<file path="config.mk">
export PLATFORM = sky130hd
export DESIGN_NAME = bp_bank
export DESIGN_NICKNAME = d
export VERILOG_FILES = /design/src/source/riscv_pkg.sv /design/src/source/fetch_pkg.sv /design/src/source/bp_bank.sv
export VERILOG_INCLUDE_DIRS = /design/src /design/src/source
export SDC_FILE = /design/constraint.sdc
export NUM_CORES = 1
export LEC_CHECK = 0
export BUFFER_PORTS_ARGS = -buffer_cell sky130_fd_sc_hd__buf_2
export CAP_MARGIN = 20
export CORE_AREA = 3 3 260 262
export DETAILED_ROUTE_END_ITERATION = 8
export DIE_AREA = 0 0 263 265
export PLACE_DENSITY = 0.57
export SLEW_MARGIN = 15
export SYNTH_ARGS = -nofsm -noshare
export SYNTH_HDL_FRONTEND = slang
export SYNTH_SLANG_ARGS = --single-unit
</file>
<file path="constraint.sdc">
create_clock -name clk_i -period 2.4 [get_ports clk_i]
set_input_delay 0.36 -clock clk_i [delete_from_list [all_inputs] [get_ports clk_i]]
set_output_delay 0.36 -clock clk_i [all_outputs]
set_load 0.02 [all_outputs]
</file>
<file path="src/source/fetch_macros.svh">
// ~~~~~~~~~~~~~~~~~~~~~~~~~~~~~~~~~~~~~~~~~~~~~~~~~~~~~~~~~~~~~~~~~~~~
// fetch front end sizing and memory map
// predictor geometry and the physical address windows used by fetch
// ~~~~~~~~~~~~~~~~~~~~~~~~~~~~~~~~~~~~~~~~~~~~~~~~~~~~~~~~~~~~~~~~~~~~

`ifndef FETCH_MACROS_SVH
`define FETCH_MACROS_SVH

// predictor geometry
// number of banks, selected by pc[3:2]
`define BP_BANKS 4

// entries in each bank, selected by pc[6:4]
`define BP_ENTRIES 8

// tag bits kept per entry, taken from pc just above the index
`define BP_TAG_W 8

// physical memory map, only checked with translation off
// unmapped hole between lower (inclusive) and upper (exclusive)
`define UNMAPPED_LOWER 64'h0000_0000_0010_0000

`define UNMAPPED_UPPER 64'h0000_0000_4000_0000

// everything at or above this address is outside memory
`define PHYS_MEM_LIMIT 64'h0000_0080_0000_0000

`endif

</file>
<file path="src/source/riscv_pkg.sv">
// ~~~~~~~~~~~~~~~~~~~~~~~~~~~~~~~~~~~~~~~~~~~~~~~~~~~~~~~~~~~~~~~~~~~~
// riscv architectural types
// address widths and the synchronous exception cause codes
// ~~~~~~~~~~~~~~~~~~~~~~~~~~~~~~~~~~~~~~~~~~~~~~~~~~~~~~~~~~~~~~~~~~~~

`default_nettype none

package riscv_pkg;

    // register width of the core
    localparam int XLEN = 64;

    // virtual address bits sent to the instruction cache
    localparam int VADDR_W = 40;

    typedef logic [VADDR_W-1:0] addr_t;

    typedef logic [XLEN-1:0] pc_t;

    // mcause codes for synchronous exceptions
    // fetch only raises the first two
    typedef enum logic [3:0] {
        INSTR_ADDR_MISALIGNED  = 4'd0,
        INSTR_ACCESS_FAULT     = 4'd1,
        ILLEGAL_INSTR          = 4'd2,
        BREAKPOINT             = 4'd3,
        LD_ADDR_MISALIGNED     = 4'd4,
        LD_ACCESS_FAULT        = 4'd5,
        ST_AMO_ADDR_MISALIGNED = 4'd6,
        ST_AMO_ACCESS_FAULT    = 4'd7,
        USER_ECALL             = 4'd8,
        SUPERVISOR_ECALL       = 4'd9,
        RESERVED_10            = 4'd10,
        MACHINE_ECALL          = 4'd11,
        INSTR_PAGE_FAULT       = 4'd12,
        LD_PAGE_FAULT          = 4'd13,
        RESERVED_14            = 4'd14,
        ST_AMO_PAGE_FAULT      = 4'd15
    } exc_cause_t;

endpackage

`default_nettype wire

</file>
<file path="src/source/fetch_pkg.sv">
// ~~~~~~~~~~~~~~~~~~~~~~~~~~~~~~~~~~~~~~~~~~~~~~~~~~~~~~~~~~~~~~~~~~~~
// fetch pipeline types
// next-pc select, predictor entry layout and the fetch pc views
// ~~~~~~~~~~~~~~~~~~~~~~~~~~~~~~~~~~~~~~~~~~~~~~~~~~~~~~~~~~~~~~~~~~~~

`default_nettype none

`include "fetch_macros.svh"

package fetch_pkg;

    import riscv_pkg::*;

    // field widths derived from the predictor geometry
    localparam int BP_BANK_W = $clog2(`BP_BANKS);
    localparam int BP_IDX_W = $clog2(`BP_ENTRIES);
    localparam int BP_UPPER_W = XLEN - `BP_TAG_W - BP_IDX_W - BP_BANK_W - 2;

    typedef logic [BP_BANK_W-1:0] bp_bank_t;
    typedef logic [BP_IDX_W-1:0] bp_idx_t;
    typedef logic [`BP_TAG_W-1:0] bp_tag_t;

    // next pc source, driven by the control unit
    typedef enum logic [1:0] {
        KEEP_PC    = 2'b00,
        BP_OR_PC_4 = 2'b01,
        JUMP       = 2'b10,
        DEBUG      = 2'b11
    } next_pc_sel_t;

    typedef enum logic {
        PRED_NOT_TAKEN = 1'b0,
        PRED_TAKEN     = 1'b1
    } bp_decision_t;

    // one predictor slot, counter msb gives the direction
    typedef struct packed {
        logic       valid;
        bp_tag_t    tag;
        pc_t        target;
        logic [1:0] counter;
    } bp_entry_t;

    // predictor view of a pc, msb first
    typedef struct packed {
        logic [BP_UPPER_W-1:0] upper;
        bp_tag_t               tag;
        bp_idx_t               index;
        bp_bank_t              bank;
        logic [1:0]            offset;
    } fetch_pc_fields_t;

    // same 64 bits, raw for arithmetic or split for the predictor
    typedef union packed {
        pc_t              raw;
        fetch_pc_fields_t fields;
    } fetch_pc_u;

endpackage

`default_nettype wire

</file>
<file path="src/source/bp_bank.sv">
// ~~~~~~~~~~~~~~~~~~~~~~~~~~~~~~~~~~~~~~~~~~~~~~~~~~~~~~~~~~~~~~~~~~~~
// branch predictor bank
// tagged target entries with 2-bit saturating direction counters
// ~~~~~~~~~~~~~~~~~~~~~~~~~~~~~~~~~~~~~~~~~~~~~~~~~~~~~~~~~~~~~~~~~~~~

`default_nettype none

`include "fetch_macros.svh"

module bp_bank
    import riscv_pkg::*;
    import fetch_pkg::*;
(
    input  logic                        clk_i,
    input  logic                        rstn_i,
    input  logic                        wr_en_i,
    input  bp_idx_t                     wr_index_i,
    input  bp_tag_t                     wr_tag_i,
    input  pc_t                         wr_target_i,
    input  logic                        wr_taken_i,
    output bp_entry_t [`BP_ENTRIES-1:0] entries_o
);

    bp_entry_t [`BP_ENTRIES-1:0] entries_q;
    bp_entry_t                   stored;
    bp_entry_t                   new_entry;
    logic                        hit;

    // compute the entry written at wr_index_i
    always_comb begin
        stored = entries_q[wr_index_i];
        hit    = stored.valid && (stored.tag == wr_tag_i);

        new_entry.valid  = 1'b1;
        new_entry.tag    = wr_tag_i;
        new_entry.target = wr_target_i;

        if (hit) begin
            // a repeat of the same branch trains the counter
            if (wr_taken_i) begin
                new_entry.counter = (stored.counter == 2'b11) ? 2'b11 : stored.counter + 2'd1;
            end else begin
                new_entry.counter = (stored.counter == 2'b00) ? 2'b00 : stored.counter - 2'd1;
            end
        end else begin
            // new allocation starts weakly biased
            new_entry.counter = wr_taken_i ? 2'b10 : 2'b01;
        end
    end

    always_ff @(posedge clk_i or negedge rstn_i) begin
        if (!rstn_i) begin
            for (int i = 0; i < `BP_ENTRIES; i++) begin
                entries_q[i] <= '{valid: 1'b0, tag: '0, target: '0, counter: 2'b01};
            end
        end else if (wr_en_i) begin
            entries_q[wr_index_i] <= new_entry;
        end
    end

    assign entries_o = entries_q;

endmodule

`default_nettype wire

</file>
# [Word level (Yosys, flattened, before mapping)]
# Cells that the tools add are included.
[word_totals] register_bits=600 input_bits=79 output_inout_bits=600 elab_cells=51
[op_classes] add_sub_neg=2 magnitude_cmp=2 n_eq_ne=2 mux=10 reduce_logical=3
[op_table] op="$bwmux W600" count=1
[op_table] op="$bmux W75 S3" count=1
[op_table] op="$demux W75 S3" count=1
[op_table] op="$mux W75" count=2
[op_table] op="$mux W2" count=5
[op_table] op="$eq A8 B8 Y1" count=1
[op_table] op="$lt A3 B4 Y1 const B" count=1
[op_table] op="$ge A3 B1 Y1 const B" count=1
[op_table] op="$add A2 B1 Y2 const B" count=1
[op_table] op="$eq A2 B2 Y1 const B" count=1
[op_table] op="$logic_and A1 B1 Y1" count=2
[op_table] op="$logic_not A2 Y1" count=1
[op_table] op="$sub A2 B1 Y2 const B" count=1

# [Depth between registers and ports, before layout]
[depth] ltp_word=7 mapped_depth=11

# [Worst setup path before layout]
# OpenSTA, ideal clock, no wires.
[synth_timing] path_kind="input to register" start="input wr_index_i[2]" end="register entries_q (netlist bit entries_o[225])" arrival_time_ns=2.678 required_time_ns=2.312 slack_ns=-0.366 stages=11 path_buffers=4 cell_sequence="buf_4 -> buf_2 -> buf_2 -> mux4_2 -> mux2i_1 -> xor2_1 -> nand3_1 -> or4b_1 -> buf_2 -> a21o_4 -> a221oi_2"
[synth_between] elab_chain_len=7
[synth_rtl] item="from (decl)" line="bp_bank.sv:17" text="input bp_idx_t wr_index_i,"
[synth_rtl] item="$bmux W75 S3" line="bp_bank.sv:31" text="stored = entries_q[wr_index_i];"
[synth_rtl] item="$mux W75 (implied by the code)" line="bp_bank.sv:31"
[synth_rtl] item="$sub A2 B1 Y2, or another cell as far along" line="bp_bank.sv:43" text="new_entry.counter = (stored.counter == 2'b00) ? 2'b00 : stored.counter - 2'd1;"
[synth_rtl] item="$mux W2, on equally long branches" line="bp_bank.sv:43, bp_bank.sv:41"
[synth_rtl] item="$mux W2" line="bp_bank.sv:40" text="if (wr_taken_i) begin"
[synth_rtl] item="$mux W2" line="bp_bank.sv:38" text="if (hit) begin"
[synth_rtl] item="$bwmux W600 *" line="bp_bank.sv:57" text="entries_q[wr_index_i] <= new_entry;"
[synth_rtl] item="to (signal, indexed assignment)" line="bp_bank.sv:54" text="entries_q[i] <= '{valid: 1'b0, tag: '0, target: '0, counter: 2'b01};"
[synth_rtl] item="to (signal, indexed assignment)" line="bp_bank.sv:57"
[synth_rtl] item="to (decl)" line="bp_bank.sv:24" text="bp_entry_t [`BP_ENTRIES-1:0] entries_q;"
# Every way passes the cells marked *; elsewhere a longest branch is shown, timed or not. The select of a mux whose other input is x is not followed.
# A chain may end at the register's enable or synchronous reset.

# [Worst setup path in the final report]
[layout_timing] start="register entries_q (netlist bit entries_o[516])" end="register entries_q (netlist bit entries_o[375])"
[layout_between] elab_chain_len=6
[layout_rtl] item="$bmux W75 S3" line="bp_bank.sv:31"
[layout_rtl] item="$mux W75 (implied by the code)" line="bp_bank.sv:31"
[layout_rtl] item="$eq A8 B8 Y1" line="bp_bank.sv:32" text="hit = stored.valid && (stored.tag == wr_tag_i);"
[layout_rtl] item="$logic_and A1 B1 Y1" line="bp_bank.sv:32"
[layout_rtl] item="$mux W2" line="bp_bank.sv:38"
[layout_rtl] item="$bwmux W600" line="bp_bank.sv:57"
# Every way passes these cells. The select of a mux whose other input is x is not followed.

==> results.txt <==
The worst setup path is captured at a flop. In the layout the commonest cells are 885 x sky130_fd_sc_hd__nand2_1, 677 x sky130_fd_sc_hd__buf_2, 592 x sky130_fd_sc_hd__dfrtp_1, 294 x sky130_fd_sc_hd__mux2_2, 124 x sky130_fd_sc_hd__buf_4. Including well taps, the total number of placed cells is ~3600.

The number of detailed-routing iterations run before antenna repair came out at 7. The type of the setup path with the least slack is reg -> reg. The launch point of the critical path is entries_o[516]$_DFFE_PN0P_.

The max capacitance violation total is 0. STA classifies the critical path startpoint as a flop. The number of clock buffers inserted by TritonCTS is 68. In this run the critical register-to-register path is launched from entries_o[516]$_DFFE_PN0P_. The critical path ends at entries_o[375]$_DFFE_PN1P_. The areal power density over the cells came out at between 1000 and 1500 nW/um^2. TritonCTS built the clock tree. The number of unique standard cell types used by synthesis came out at 49.

The routability congestion estimate from global placement came out at 0.849. Derived from the worst setup path, the maximum achievable clock frequency is 363 MHz. The starting density of the core came out at 0.354. The via count of the first global-routing pass came to 19000. Across every metal layer, demand over resource in global routing totals 0.234.

The share of synthesized flip-flops with an asynchronous set or reset came out at 1.00. After clock tree synthesis, the clock-pin slew on the worst setup and hold paths is ~0.06 ns. The final standard cell count with taps included and fillers excluded came out at 3739. The final reports fail on negative setup slack. The floorplan step defined a die boundary enclosing 69700 um^2.

Counting flops and latches in the post-synthesis netlist gives 600. The final HPWL from detailed placement came out at slightly below 60000 um. The die span in x is 263 um.

The remaining global-route overflow is 0. The final layout contains 2901 nets. The worst max-slew margin expressed relative to the limit came out at 0.331. The number of primary I/O pins came out at 679. The synthesized instance count is roughly 2000. The final worst slack is -0.352 ns.

The setup slack at placement came out at -0.724 ns. The maximum resistive drop on vdd came out at between 500 and 600 uV. In this run the vertical extent of the chip is 265 um.

The switching power is 11.0 mW. The first-pass GRT wire length is 124000 um. The number of endpoints failing setup at the final stage is 8.

The part of the Yosys area used for sequential elements came out at 0.646. The multi-input combinational cells in the finished layout cover a total of 7970 um^2. The run finished, with violations left.

The clock tree skew after final layout came out at 0.0208 ns. The number of antenna violations at the first check in global routing was 1. At the worst endpoint, the arrival time is roughly 3.3 ns. The first-iteration detailed-routing DRC count is 1360. In the final routed layout, each cell accounts on average for 22.2 um. The total count of max-transition violations in the final report is 0.

The share of Yosys cell area claimed by the top area cell type is 0.637. The number of placement rows came out at 94. The shortest period the worst path allows came out at 2.75 ns. The final layout contains routed wiring with a total length of ~83000 um.

The maximum root-to-sink buffer count is 3. The number of hold violations in the final report came out at 0. The synthesized design spends more area on one cell type than any other, namely sky130_fd_sc_hd__dfrtp_1.

The sequential cell fraction of total power came out at 0.412. The switching part of the total came out at 0.339. The detail route stage leaves a number of antenna-violating nets equal to 0.

The worst register-to-register path ends at entries_o[375]$_DFFE_PN1P_. The library cell used most frequently in the layout, excluding fill and tap cells, is sky130_fd_sc_hd__nand2_1. Summed over all cells, the static leakage comes to 16.4 nW. The total number of H-tree levels came out at 3.

The post-synth design cell area came out at 23300 um^2. The most used flip-flop cell after synthesis is sky130_fd_sc_hd__dfrtp_1. Yosys attributes the largest share of cell area to sky130_fd_sc_hd__dfrtp_1 64%, sky130_fd_sc_hd__nand2_1 14%, sky130_fd_sc_hd__mux2_2 14%. After filler insertion, the fill cell instance count of the layout stands at slightly above 6000. The top fanout value on the critical path came out at 8. The root buffer cell chosen for the clock tree is sky130_fd_sc_hd__clkbuf_16. Counting cells, the worst reg-to-reg path comes to 7. The number of warnings printed during yosys synthesis came out at 0.

The per-cell via count in the routed design came out at 4.91. The internal power contribution is 21.4 mW. The placeable core region came out at 65600 um^2. The share of total power dissipated in combinational logic is 0.272. The remaining design rule violation count came out at 0.

The path category of the worst min-delay check is in -> reg. The register with the most flip-flops in the layout has 600 of them. The required time at the worst-slack endpoint is 2.90 ns. The count of buffers added on input and output ports is 678. Of the cells placed in the final design, the portion with a size suffix greater than 1 is 0.451. For the worst-skew pair, the clock arrives at the later sink with an insertion delay of 0.59 ns. The per-instance average area after synthesis is 11.5 um^2.

The worst register-to-register path has a setup slack of -0.35 ns. The part of the total power dissipated in the clock network is 0.317. Setup repair after global routing could not meet its margin everywhere.

In the finished design, the share of the clock period the worst path needs comes to 1.15. Entering global routing, the biggest net connects a little under 60 pins. The number of nets in the synthesized netlist is 2110. The number of sinks on the clock net came out at 600. The final route contains 18400 vias. The signed area change from the synthesized netlist to the final layout came out at 34.8%. Counting flops with a built-in enable in the synthesized netlist gives 0. The register area came out at 15000 um^2. At the pin with the least slew margin, the transition time is between 1 and 1.5 ns.
==> through the flow <==
stage,area (um^2),utilization,hold WS (ns),total power [mW],TNS (ns)
6_report,31400,0.478,0.0601,32.4,-2.59
2_1_floorplan,23300,-,0.0644,18.0,-2.13
5_1_grt,31400,0.478,0.0418,33.9,-3.81
3_3_place_gp,29000,0.441,0.393,22.1,-8.15
4_1_cts,31200,0.476,0.0125,32.7,-2.73
3_5_place_dp,29000,0.441,0.387,22.3,-8.70
==> power groups by stage <==
stage	registers [mW]	logic, mW	clock network [mW]
after global routing	13.6	9.39	11.0
final	13.3	8.81	10.3
after detailed placement	13.5	8.83	0
after floorplan	16.0	2.08	0
after CTS	13.3	8.87	10.5
after global placement	13.4	8.72	0
==> synth_stat cells (8+ instances only) <==
library cell and instances:
sky130_fd_sc_hd__a21oi_1 8, sky130_fd_sc_hd__dfrtp_1 592, sky130_fd_sc_hd__mux4_2 13, sky130_fd_sc_hd__o21ai_0 10
sky130_fd_sc_hd__mux2i_1 11, sky130_fd_sc_hd__nand2_1 888, sky130_fd_sc_hd__buf_1 37, sky130_fd_sc_hd__dfstp_2 8
sky130_fd_sc_hd__clkbuf_1 70, sky130_fd_sc_hd__nor2_1 10, sky130_fd_sc_hd__nand2b_1 11, sky130_fd_sc_hd__mux2_2 294
==> kinds of logic (layout without fill, tap and decap cells) <==
| kind of cell | Yosys count | in the layout | share of synthesized area |
|---|---|---|---|
| buffers and inverters | 123 | 965 | 0.0218 |
| xor gates and xnor gates | 4 | 4 | 0.00151 |
| other | 0 | 2 | 0 |
| AOI/OAI and AO/OA | 47 | 47 | 0.0147 |
| muxes | 318 | 318 | 0.160 |
| and+or+nand+nor | 939 | 939 | 0.157 |
| DFF | 600 | 600 | 0.646 |
==> worst min-delay path by stage <==
stage	from	endpoint	slack (ns)	cells past startpoint
6_report	wr_target_i[35]	entries_o[187]$_DFFE_PN0P_	0.06	3
3_3_place_gp	rstn_i	entries_o[66]$_DFFE_PN0P_	0.39	1
5_1_grt	wr_tag_i[4]	entries_o[70]$_DFFE_PN0P_	0.04	3
3_5_place_dp	rstn_i	entries_o[66]$_DFFE_PN0P_	0.39	1
2_1_floorplan	rstn_i	entries_o[100]$_DFFE_PN0P_	0.06	0
4_1_cts	wr_target_i[23]	entries_o[100]$_DFFE_PN0P_	0.01	3
==> final cells by class <==
type / count / area share
Tap cell: 864 / 0.0345
Inverter: 4 / 0.000479
Sequential cell: 600 / 0.479
Timing Repair Buffer: 840 / 0.162
Clock inverter: 20 / 0.00706
Antenna cell: 2 / 0.000160
Multi-Input combinational cell: 1308 / 0.254
Clock buffer: 101 / 0.0628
==> repair_timing <==
| action | in CTS | in global routing |
|---|---|---|
| hold buffers | 1 | 0 |
| endpoints found under the setup margin | 13 | 16 |
| pin swaps | 7 | 6 |
| endpoints found under the hold margin | 38 | 0 |
| resized for setup | 11 | 22 |
| buffers inserted | 3 | 2 |
==> routing by layer <==
metal  track usage  up-vias  wire length (um)
li1              -     8187                 -
met1         0.290     9309             32800
met2         0.390      720             41000
met3        0.0662      147              6510
met4        0.0873        0              2760
met5             0        -                 0
==> critical path: stages, from the launching register on <==
cell and delay (ns):
sky130_fd_sc_hd__dfrtp_1 0.38, sky130_fd_sc_hd__mux4_2 0.47, sky130_fd_sc_hd__mux2i_1 0.17, sky130_fd_sc_hd__xor2_1 0.25, sky130_fd_sc_hd__or3b_1 0.38, sky130_fd_sc_hd__or4b_4 0.52, sky130_fd_sc_hd__a21o_4 0.25, sky130_fd_sc_hd__a221oi_2 0.24
(Power assumes the default switching activity.)
